**src/source/noc_params.sv**
```systemverilog
package noc_params;

    // payload and channel geometry of the port
    localparam int DATA_WIDTH  = 32;               // payload bits per flit
    localparam int NUM_VC      = 4;                // virtual channels per input port
    localparam int VC_SIZE     = 8;                // flits held by each channel buffer
    localparam int VC_ID_WIDTH = $clog2(NUM_VC);   // bits of a channel index

    // position of a flit inside its packet
    typedef enum logic [1:0] {
        HEAD,       // opens a packet, locks the output channel
        BODY,       // middle of a packet
        TAIL,       // closes a packet, frees the output channel
        HEADTAIL    // single-flit packet, never locks
    } flit_label_t;

    // one flit as it travels over a link and through a buffer
    // label sits in the top bits, payload in the low bits
    typedef struct packed {
        flit_label_t            label;   // head/body/tail marker
        logic [VC_ID_WIDTH-1:0] vc_id;   // target virtual channel
        logic [DATA_WIDTH-1:0]  data;    // payload
    } flit_t;

    // receiving side of the four-phase input link
    typedef enum logic {
        RX_IDLE,            // waiting for req, ack low
        RX_WAIT_REQ_LOW     // flit taken, ack high until req drops
    } rx_state_t;

    // sending side of the four-phase output link
    typedef enum logic [1:0] {
        TX_IDLE,            // nothing on the link, ready to pop
        TX_REQ,             // flit on the link, req high until ack
        TX_WAIT_ACK_LOW     // req dropped, sink still holds ack
    } tx_state_t;

endpackage
```
**src/source/input_port.sv**
```systemverilog
`timescale 1ns/1ps

module input_port (
    input  logic              clk,
    input  logic              rst,
    input  noc_params::flit_t in_flit_i,
    input  logic              in_req_i,
    input  logic              out_ack_i,
    output logic              in_ack_o,
    output noc_params::flit_t out_flit_o,
    output logic              out_req_o
);

    import noc_params::*;

    flit_t             rx_flit;                // flit from the link, shared by all buffers
    logic [NUM_VC-1:0] vc_write;               // one-hot push strobe
    logic [NUM_VC-1:0] vc_read;                // one-hot pop strobe
    logic [NUM_VC-1:0] full;
    logic [NUM_VC-1:0] empty;
    flit_t             head_flits [NUM_VC];    // oldest flit of each channel

    flit_ingress u_flit_ingress (
        .clk       (clk),
        .rst       (rst),
        .in_flit_i (in_flit_i),
        .in_req_i  (in_req_i),
        .full_i    (full),
        .in_ack_o  (in_ack_o),
        .flit_o    (rx_flit),
        .write_o   (vc_write)
    );

    // one FIFO per virtual channel
    for (genvar v = 0; v < NUM_VC; v++)
    begin : g_vc
        circular_buffer #(
            .BUFFER_SIZE (VC_SIZE)
        ) u_circular_buffer (
            .clk        (clk),
            .rst        (rst),
            .data_i     (rx_flit),
            .read_i     (vc_read[v]),
            .write_i    (vc_write[v]),
            .data_o     (head_flits[v]),
            .is_full_o  (full[v]),
            .is_empty_o (empty[v])
        );
    end

    vc_arbiter u_vc_arbiter (
        .clk          (clk),
        .rst          (rst),
        .head_flits_i (head_flits),
        .empty_i      (empty),
        .out_ack_i    (out_ack_i),
        .read_o       (vc_read),
        .out_flit_o   (out_flit_o),
        .out_req_o    (out_req_o)
    );

endmodule

```
**src/source/vc_arbiter.sv**
```systemverilog
`timescale 1ns/1ps

module vc_arbiter (
    input  logic                          clk,
    input  logic                          rst,
    input  noc_params::flit_t             head_flits_i [noc_params::NUM_VC],
    input  logic [noc_params::NUM_VC-1:0] empty_i,
    input  logic                          out_ack_i,
    output logic [noc_params::NUM_VC-1:0] read_o,
    output noc_params::flit_t             out_flit_o,
    output logic                          out_req_o
);

    import noc_params::*;

    tx_state_t              state;
    tx_state_t              state_next;
    logic [VC_ID_WIDTH-1:0] rr_ptr;     // channel of the last popped flit
    logic                   locked;     // a packet is in flight
    logic [VC_ID_WIDTH-1:0] lock_vc;    // channel owning the output
    logic [VC_ID_WIDTH-1:0] sel_vc;     // channel picked this cycle
    logic [VC_ID_WIDTH-1:0] cand_vc;    // round-robin candidate
    logic                   found;      // sel_vc has a flit ready
    logic                   pop;        // flit leaves its buffer at this edge
    flit_t                  sel_flit;   // head flit of sel_vc

    // channel choice: the locked one, else first non-empty after rr_ptr
    always_comb
    begin
        found   = 1'b0;
        sel_vc  = lock_vc;
        cand_vc = rr_ptr;
        if (locked)
            found = !empty_i[lock_vc];   // wormhole, wait for the rest of the packet
        else
        begin
            for (int i = 1; i <= NUM_VC; i++)
            begin
                cand_vc = VC_ID_WIDTH'((int'(rr_ptr) + i) % NUM_VC);
                if (!found && !empty_i[cand_vc])
                begin
                    found  = 1'b1;
                    sel_vc = cand_vc;
                end
            end
        end
    end

    assign sel_flit = head_flits_i[sel_vc];
    assign pop      = (state == TX_IDLE) && found;

    always_comb
    begin
        read_o = '0;
        if (pop)
            read_o[sel_vc] = 1'b1;   // one pulse per flit sent
    end

    always_comb
    begin
        state_next = state;
        unique case (state)
            TX_IDLE:
            begin
                if (found)
                    state_next = TX_REQ;            // flit loaded, raise req
            end
            TX_REQ:
            begin
                if (out_ack_i)
                    state_next = TX_WAIT_ACK_LOW;   // sink took it, drop req
            end
            TX_WAIT_ACK_LOW:
            begin
                if (!out_ack_i)
                    state_next = TX_IDLE;           // handshake closed
            end
            default:
                state_next = TX_IDLE;
        endcase
    end

    always_ff @(posedge clk or posedge rst)
    begin
        if (rst)
        begin
            state   <= TX_IDLE;
            rr_ptr  <= '0;
            locked  <= 1'b0;
            lock_vc <= '0;
        end
        else
        begin
            state <= state_next;
            if (pop)
            begin
                rr_ptr <= sel_vc;
                unique case (sel_flit.label)
                    HEAD:
                    begin
                        locked  <= 1'b1;
                        lock_vc <= sel_vc;
                    end
                    TAIL, HEADTAIL:
                        locked <= 1'b0;
                    default:
                        locked <= locked;   // body keeps the current owner
                endcase
            end
        end
    end

    always_ff @(posedge clk)
    begin
        if (pop)
            out_flit_o <= sel_flit;   // held until the next pop
    end

    assign out_req_o = (state == TX_REQ);

    // four-phase rule on the output, the sink only acks a pending req
    assert property (@(posedge clk) disable iff (rst) $rose(out_ack_i) |-> out_req_o)
        else $error("vc_arbiter: out_ack_i rose without a pending out_req_o");

endmodule

```
**src/source/flit_ingress.sv**
```systemverilog
`timescale 1ns/1ps

module flit_ingress (
    input  logic                          clk,
    input  logic                          rst,
    input  noc_params::flit_t             in_flit_i,
    input  logic                          in_req_i,
    input  logic [noc_params::NUM_VC-1:0] full_i,
    output logic                          in_ack_o,
    output noc_params::flit_t             flit_o,
    output logic [noc_params::NUM_VC-1:0] write_o
);

    import noc_params::*;

    rx_state_t         state;
    rx_state_t         state_next;
    logic [NUM_VC-1:0] vc_sel;   // one-hot decode of the incoming vc_id
    logic              accept;   // flit taken at this edge

    // channel decode of the flit on the link
    always_comb
    begin
        vc_sel                  = '0;
        vc_sel[in_flit_i.vc_id] = 1'b1;
    end

    // a new req is only taken when its target buffer has room,
    // otherwise ack is held back until the arbiter frees a slot
    assign accept = (state == RX_IDLE) && in_req_i && !full_i[in_flit_i.vc_id];

    assign write_o = accept ? vc_sel : '0;   // single-cycle strobe into one buffer
    assign flit_o  = in_flit_i;              // sender holds the flit stable while req is high

    always_comb
    begin
        state_next = state;
        unique case (state)
            RX_IDLE:
            begin
                if (accept)
                    state_next = RX_WAIT_REQ_LOW;   // flit written, raise ack
            end
            RX_WAIT_REQ_LOW:
            begin
                if (!in_req_i)
                    state_next = RX_IDLE;           // sender done, drop ack
            end
            default:
                state_next = RX_IDLE;
        endcase
    end

    always_ff @(posedge clk or posedge rst)
    begin
        if (rst)
            state <= RX_IDLE;
        else
            state <= state_next;
    end

    // ack is a decode of the state flop, high from the edge after the write
    assign in_ack_o = (state == RX_WAIT_REQ_LOW);

endmodule

```
**src/source/circular_buffer.sv**
```systemverilog
`timescale 1ns/1ps

module circular_buffer #(
    parameter int BUFFER_SIZE = 8
) (
    input  logic              clk,
    input  logic              rst,
    input  noc_params::flit_t data_i,
    input  logic              read_i,
    input  logic              write_i,
    output noc_params::flit_t data_o,
    output logic              is_full_o,
    output logic              is_empty_o
);

    import noc_params::*;

    // pointer type, at least one bit wide so a depth of one still works
    typedef logic [$clog2(BUFFER_SIZE > 1 ? BUFFER_SIZE : 2)-1:0] ptr_t;

    flit_t memory [BUFFER_SIZE];   // ring storage

    ptr_t read_ptr;                // oldest entry
    ptr_t write_ptr;               // next free slot
    ptr_t read_ptr_next;
    ptr_t write_ptr_next;
    logic is_full_next;
    logic is_empty_next;
    logic do_read;                 // accepted pop
    logic do_write;                // accepted push

    // advance a pointer with wrap at the buffer depth
    function automatic ptr_t increase_ptr(input ptr_t ptr);
        if (ptr == ptr_t'(BUFFER_SIZE - 1))
            return '0;
        return ptr + 1'b1;
    endfunction

    always_comb
    begin
        do_read  = read_i & ~is_empty_o;
        do_write = write_i & (~is_full_o | do_read);   // a pop in the same cycle frees a slot

        read_ptr_next  = do_read  ? increase_ptr(read_ptr)  : read_ptr;
        write_ptr_next = do_write ? increase_ptr(write_ptr) : write_ptr;

        // push and pop together leave the fill level unchanged
        is_full_next  = is_full_o;
        is_empty_next = is_empty_o;
        if (do_read && !do_write)
        begin
            is_full_next  = 1'b0;
            is_empty_next = (read_ptr_next == write_ptr);   // caught up with writer
        end
        else if (do_write && !do_read)
        begin
            is_empty_next = 1'b0;
            is_full_next  = (write_ptr_next == read_ptr);   // writer wrapped onto reader
        end
    end

    always_ff @(posedge clk or posedge rst)
    begin
        if (rst)
        begin
            read_ptr   <= '0;
            write_ptr  <= '0;
            is_full_o  <= 1'b0;
            is_empty_o <= 1'b1;
        end
        else
        begin
            read_ptr   <= read_ptr_next;
            write_ptr  <= write_ptr_next;
            is_full_o  <= is_full_next;
            is_empty_o <= is_empty_next;
        end
    end

    always_ff @(posedge clk)
    begin
        if (do_write)
            memory[write_ptr] <= data_i;
    end

    assign data_o = memory[read_ptr];   // head entry, shown without a clock

    // the ingress must honour the full flag unless a pop makes room
    assert property (@(posedge clk) disable iff (rst) write_i |-> (!is_full_o || read_i))
        else $error("circular_buffer: write into a full buffer");

    // the arbiter must only pop a channel it saw as non-empty
    assert property (@(posedge clk) disable iff (rst) read_i |-> !is_empty_o)
        else $error("circular_buffer: read from an empty buffer");

endmodule

```
**config.mk**
```make
export PLATFORM = sky130hd
export DESIGN_NAME = input_port
export DESIGN_NICKNAME = d
export VERILOG_FILES = /design/src/source/noc_params.sv /design/src/source/input_port.sv /design/src/source/vc_arbiter.sv /design/src/source/flit_ingress.sv /design/src/source/circular_buffer.sv
export SDC_FILE = /design/constraint.sdc
export NUM_CORES = 1
export LEC_CHECK = 0
export BUFFER_PORTS_ARGS = -buffer_cell sky130_fd_sc_hd__clkbuf_2
export CAP_MARGIN = 20
export CORE_MARGIN = 8
export CORE_UTILIZATION = 40
export CTS_CLUSTER_SIZE = 12
export DETAILED_ROUTE_END_ITERATION = 8
export PLACE_DENSITY = 0.58
export SLEW_MARGIN = 20
export SYNTH_ARGS = -nofsm -noshare
export SYNTH_HDL_FRONTEND = slang
export SYNTH_SLANG_ARGS = --single-unit
```
**constraint.sdc**
```tcl
create_clock -name clk -period 13.2 [get_ports clk]
set_input_delay 0 -clock clk [delete_from_list [all_inputs] [get_ports clk]]
set_output_delay 0 -clock clk [all_outputs]
set_load 0.005 [all_outputs]
```
# Word level (Yosys, flattened, before mapping)
# Memory sizes are Yosys's and may differ from the RTL's.
# Index checks and enable logic that the tools add are counted.
dict set report op_classes {
  n_addsub 12
  magnitude_cmp 10
  n_eq_ne 23
  mux 98
  n_bitwise 22
  reduce_logical 43
}
# operator n
set op_table {}
lappend op_table {{36-bit binary-select mux with 2-bit select} 1}
lappend op_table {{3-bit two-way mux} 24}
lappend op_table {{36-bit two-way mux} 2}
lappend op_table {{1-bit two-way mux} 50}
lappend op_table {{3-bit by 1-bit adder with 3-bit output, second input constant} 8}
lappend op_table {{3-bit == test} 8}
lappend op_table {{3-bit == test, second input constant} 8}
lappend op_table {{2-bit by 3-bit < comparator with 1-bit output, second input constant} 7}
lappend op_table {{1-bit logical AND} 16}
lappend op_table {{1-bit logical NOT} 16}
lappend op_table {{2-bit two-way mux} 8}
lappend op_table {{1-bit binary-select mux with 2-bit select} 6}
lappend op_table {{2-bit nonzero test} 5}
lappend op_table {{1-bit NOT} 9}
lappend op_table {{1-bit bitwise AND} 8}
lappend op_table {{4-bit two-way mux} 2}
lappend op_table {{2-bit == test, second input constant} 3}
lappend op_table {{2-bit one-hot mux with 3 select lines} 1}
lappend op_table {{2-bit by 1-bit adder with 2-bit output, second input constant} 2}
lappend op_table {{2-bit adder, second input constant} 2}
lappend op_table {{1-bit demux with 2-bit select} 2}
lappend op_table {{2-bit by 1-bit greater-or-equal comparator with 1-bit output, second input constant} 2}
lappend op_table {{2-bit logical NOT} 2}
lappend op_table {{2-bit inequality test, second input constant} 2}
lappend op_table {{9 further kinds} 14}
dict set report word_totals {
  regBits 76
  ram_bits 1152
  out_inout_bits 38
  memories 4
}
# name depth word_bits rd rd_ports_with_merged_regs wr line
set mem_list {}
lappend mem_list {{g_vc[0].u_circular_buffer.memory} 8 36 1 0 1 circular_buffer.sv:21} ;# flit_t memory [BUFFER_SIZE];
lappend mem_list {{g_vc[1].u_circular_buffer.memory} 8 36 1 0 1 circular_buffer.sv:21}
lappend mem_list {{g_vc[2].u_circular_buffer.memory} 8 36 1 0 1 circular_buffer.sv:21}
lappend mem_list {{g_vc[3].u_circular_buffer.memory} 8 36 1 0 1 circular_buffer.sv:21}

# Logic depth before layout (Yosys ltp)
dict set report logic_depth {
  word_depth 29
  ltp_mapped 13
}

# By module
# A second synthesis with hierarchy kept.
dict set report hier_totals {
  cells_unflattened 2215
  hier_area_um2 48700.5
}
# mod instances cells_per_inst area_per_inst_um2
set modules_own_cells {}
lappend modules_own_cells {{circular_buffer at g_vc[0].u_circular_buffer ...} 3 470 11338.4}
lappend modules_own_cells {{circular_buffer at g_vc[3].u_circular_buffer} 1 467 11330.9}
lappend modules_own_cells {vc_arbiter 1 289 2964.1}
lappend modules_own_cells {flit_ingress 1 49 390.4}

# Worst setup path before layout
# OpenSTA, ideal clock, no wires.
dict set report synth_timing {
  path_kind {register to register}
  from {register u_flit_ingress.state, in the netlist u_flit_ingress.in_ack_o}
  to {memory g_vc[0].u_circular_buffer.memory[0][0] (netlist name), enable pin}
  arrival_time_ns 4.872
  t_required_ns 12.680
  path_slack_ns 7.809
  path_stages_with_launch 5
  path_cell_list {dfrtp_1 nor2b_1 or4b_2 clkbuf_1 nor4_1}
}
dict set report synth_via {
  elab_chain_cells 7
}
# element line
set synth_lines {}
lappend synth_lines {{start: declaration} flit_ingress.sv:16} ;# rx_state_t state;
lappend synth_lines {{start signal: assignment} flit_ingress.sv:59} ;# state <= state_next;
lappend synth_lines {{1-bit NOT} n/a}
lappend synth_lines {{1-bit logical AND (2 in a row)} flit_ingress.sv:30} ;# assign accept = (state == RX_IDLE) && in_req_i && !full_i[in_flit_i.vc_id];
lappend synth_lines {{4-bit two-way mux} flit_ingress.sv:32} ;# assign write_o = accept ? vc_sel : '0;
lappend synth_lines {{1-bit bitwise AND} circular_buffer.sv:42} ;# do_write = write_i & (~is_full_o | do_read);
lappend synth_lines {{1-bit two-way mux} circular_buffer.sv:82} ;# if (do_write)
lappend synth_lines {{1-bit two-way mux (implied by the code)} circular_buffer.sv:83} ;# memory[write_ptr] <= data_i;
lappend synth_lines {{end: declaration} circular_buffer.sv:21}
# No other way between the ends.

==> reports/qor.csv <==
stage;metric;value;unit
drt;drt-wirelength-per-cell;28.3;um
power_and_ir_drop;sw_frac_of_total;30.9;%
cts;post_cts.repair.setup_buffers;0;
outcome;outcome;finished, final reports clean;
synth;yosysWarningCount;0;
timing;fin_setup_tns;0;ns
timing;rsz0062_at_grt;false;
placement;portBuffers;77;
critical_path;cp_cell_sequence;mux4_2 -> nand3b_1 -> nor3_2 -> or4_4 -> nor2_4 -> buf_4 -> nand2_1 -> o221ai_1;
drt;drc;0;
drt;ant_nets;0;
cells_and_area;syn_to_final_growth;13.5;%
cells_and_area;fillers;9926;
floorplanning;row_count;127;
floorplanning;dieArea;131000;um2
synth;netlist_area;48000;um2
cts;cts-root-buf;clkbuf_16;
power_and_ir_drop;p_leak;17.1;nW
synth;ys.flop_type;edfxtp_1;
power_and_ir_drop;p_per_area;205;nW/um2
synth;synthCells;2192;
synth;syn_avg_cell_area;21.9;um2
drt;drtIter0Drc;2671;
synth;yosysMostFrequentCell;edfxtp_1;
timing;slew_viol_final;0;
floorplanning;fp.dieH;362;um
drt;detail_route.wirelength;115000;um
power_and_ir_drop;p_int;0.00770;W
cts;h-tree-depth;3;
floorplanning;die_x;362;um
power_and_ir_drop;comb_power_share;27.3;%
global_routing;grt_pass1_wl;167000;um
timing;finalSetupViolCount;0;
global_routing;grt_pass1_vias;23800;
cts;max-clock-path-buffers;3;
cts;cts_resized;0;
placement;gp_congestion;0.766;
timing;worst_slew_pin_slew;1.08;ns
cts;clock_latency;0.70;ns
cts;tritoncts;done;
floorplanning;num_io_pins;78;
synth;ys_seq_area_share;76.5;%
cts;hold_buffers;38;
cts;cts_made_buffers;120;
power_and_ir_drop;ir_worst_vdd;0.000152;V
cts;path_clk_slew;0.06;ns
synth;synth_nets;2252;
cells_and_area;final_nets;2428;
synth;synth_largest_area_cell;edfxtp_1;
cells_and_area;drive_above_1_share;27.9;%
global_routing;grt_overflow;0;
placement;hpwl;62100;um
global_routing;track_usage;17.3;%
synth;ys_ff_latch;1228;
cts;cts_sinks;1228;
timing;fin_crit_sh;35.4;%
drt;firstDrtPassIters;6;
critical_path;end_kind;flip-flop;
job;drv_cap;0;
power_and_ir_drop;switchingPower;0.00344;W
synth;synth-edff-count;1188;
synth;ys_types;74;
drt;vias_per_cell;5.68;
synth;yosys-top-cells-count;1188 x edfxtp_1, 290 x mux4_2, 103 x mux2i_1;
global_routing;antenna_found_initial;4;
synth;netlist_top_cells_area;edfxtp_1 74%, mux4_2 14%, mux2i_1 2.1%;
power_and_ir_drop;pwr-share-clk;27.8;%
cells_and_area;post-route-util;45.6;%
critical_path;slowest_stage;dfrtp_1;
critical_path;slowest_delay;0.84;ns
timing;finClkSkew;0.0244;ns
critical_path;critical_path_class;flip-flop to flip-flop;
critical_path;worstPathArrival;5.18;ns
synth;yosysTopAreaCellShare;74.4;%
critical_path;startpoint_type;flip-flop;
timing;fin_crit;4.68;ns
floorplanning;coreArea;119000;um2
timing;timing.fmax;214;MHz
floorplanning;start_util;40.2;%
cells_and_area;diodes;0;
min_path;hp-class;input pin to flip-flop;
synth;async_flop_share;3.26;%
timing;maxSlewHeadroom;28.1;%
power_and_ir_drop;pwr-share-seq;45.0;%
drt;vias;23000;
critical_path;worstPathMaxFanout;43;
timing;hold_viol_final;0;
critical_path;critical_path_required;13.70;ns
global_routing;grt_max_degree;58;
[critical path, delay by kind of cell (launching register included)]
kind,cells,cell delay [ns]
flip-flops,1,0.84
multiplexers,1,0.61
buffers and inverters,1,0.61
AND/OR/NAND/NOR,5,1.97
AO/OA/AOI/OAI,1,0.42
[metal layers]
layer,vias up,track usage (%),wire length (um)
met5,-,0,21
met4,4,4.45,2320
met3,158,2.82,7690
met2,794,27.0,53600
met1,12500,25.4,51100
li1,9532,-,-
[area by class of cell]
type                       instances  area [um2]  area share [%]
sequential                      1228       36700            67.4
tap                             1612        2020            3.70
multi-input combinational        825       11000            20.1
inverter                          19        71.3           0.131
clock inverter                    30         219           0.402
timing repair buffer             174        1220            2.24
clock buffer                     163        3240            5.95
[registers in the layout, indices dropped and copies added, names as in the netlist]
| signal | cells |
|---|---|
| u_flit_ingress.in_ack_o | 1 |
| u_vc_arbiter.locked | 1 |
| g_vc.u_circular_buffer.memory | 1152 |
| u_vc_arbiter.state | 2 |
| u_vc_arbiter.rr_ptr | 2 |
| u_vc_arbiter.lock_vc | 2 |
| g_vc.u_circular_buffer.is_empty_o | 4 |
| g_vc.u_circular_buffer.read_ptr | 12 |
| g_vc.u_circular_buffer.is_full_o | 4 |
| g_vc.u_circular_buffer.write_ptr | 12 |
| u_vc_arbiter.out_flit_o | 36 |
[power groups by stage]
stage                     logic (W)  registers (W)  clock network [W]
after floorplan             0.00237        0.00471                  0
after global placement      0.00298        0.00509                  0
after detailed placement    0.00305        0.00510                  0
after CTS                   0.00307        0.00502            0.00316
after global routing        0.00327        0.00506            0.00330
final                       0.00303        0.00501            0.00309
[stage by stage]
step	total power, W	worst slack, ns	cell area [um2]	std cells	hold WS [ns]
after floorplan	0.00707	7.81	48000	2192	0.0989
after global placement	0.00807	8.76	50600	3819	0.161
after detailed placement	0.00815	8.54	50600	3819	0.158
after CTS	0.0113	8.51	54400	4050	0.0563
after global routing	0.0116	8.35	54400	4051	0.118
final	0.0111	8.52	54400	4051	0.0975
[logic make-up after synthesis]
group	Yosys count	synth area share (%)
fa+ha+maj	20	0.522
buf+inv	139	1.18
compound gates	169	2.63
simple gates	174	1.91
xor+xnor	21	0.383
mux	441	16.9
flops	1228	76.5
[layout by cell type (no fill, tap or decap), types with 10 or more instances in the layout]
| cell type | count |
|---|---|
| a211oi_1 | 20 |
| a21oi_1 | 21 |
| a22oi_1 | 18 |
| buf_4 | 58 |
| clkbuf_1 | 39 |
| clkbuf_16 | 123 |
| clkbuf_2 | 77 |
| clkinv_1 | 16 |
| dfrtp_1 | 24 |
| dlygate4sd3_1 | 38 |
| edfxtp_1 | 1188 |
| ha_1 | 20 |
| inv_1 | 16 |
| mux2_2 | 46 |
| mux2i_1 | 103 |
| mux4_2 | 290 |
| nand2_1 | 56 |
| nand2b_1 | 12 |
| nor2_4 | 16 |
| nor2b_1 | 24 |
| nor3_2 | 15 |
| o211ai_1 | 17 |
| o21ai_0 | 26 |
| o221ai_1 | 18 |
| xnor2_1 | 11 |
| xor2_1 | 10 |
[worst paths after layout]
kind,slack [ns],startpoint,end,cells past startpoint
worst max-delay path,8.52,u_vc_arbiter.rr_ptr[0],u_vc_arbiter.out_flit_o[21],8
worst min-delay path,0.1,out_ack_i,u_vc_arbiter.state[0],3
worst max register to register,8.52,u_vc_arbiter.rr_ptr[0],u_vc_arbiter.out_flit_o[21],8
worst min register to register,0.53,g_vc[0].u_circular_buffer.is_full_o,g_vc[0].u_circular_buffer.is_full_o,1
max in group asynchronous,12.22,rst,g_vc[3].u_circular_buffer.read_ptr[0],5
min in group asynchronous,0.54,rst,u_flit_ingress.in_ack_o,5
Note: power is estimated with default switching activity, not from simulation.
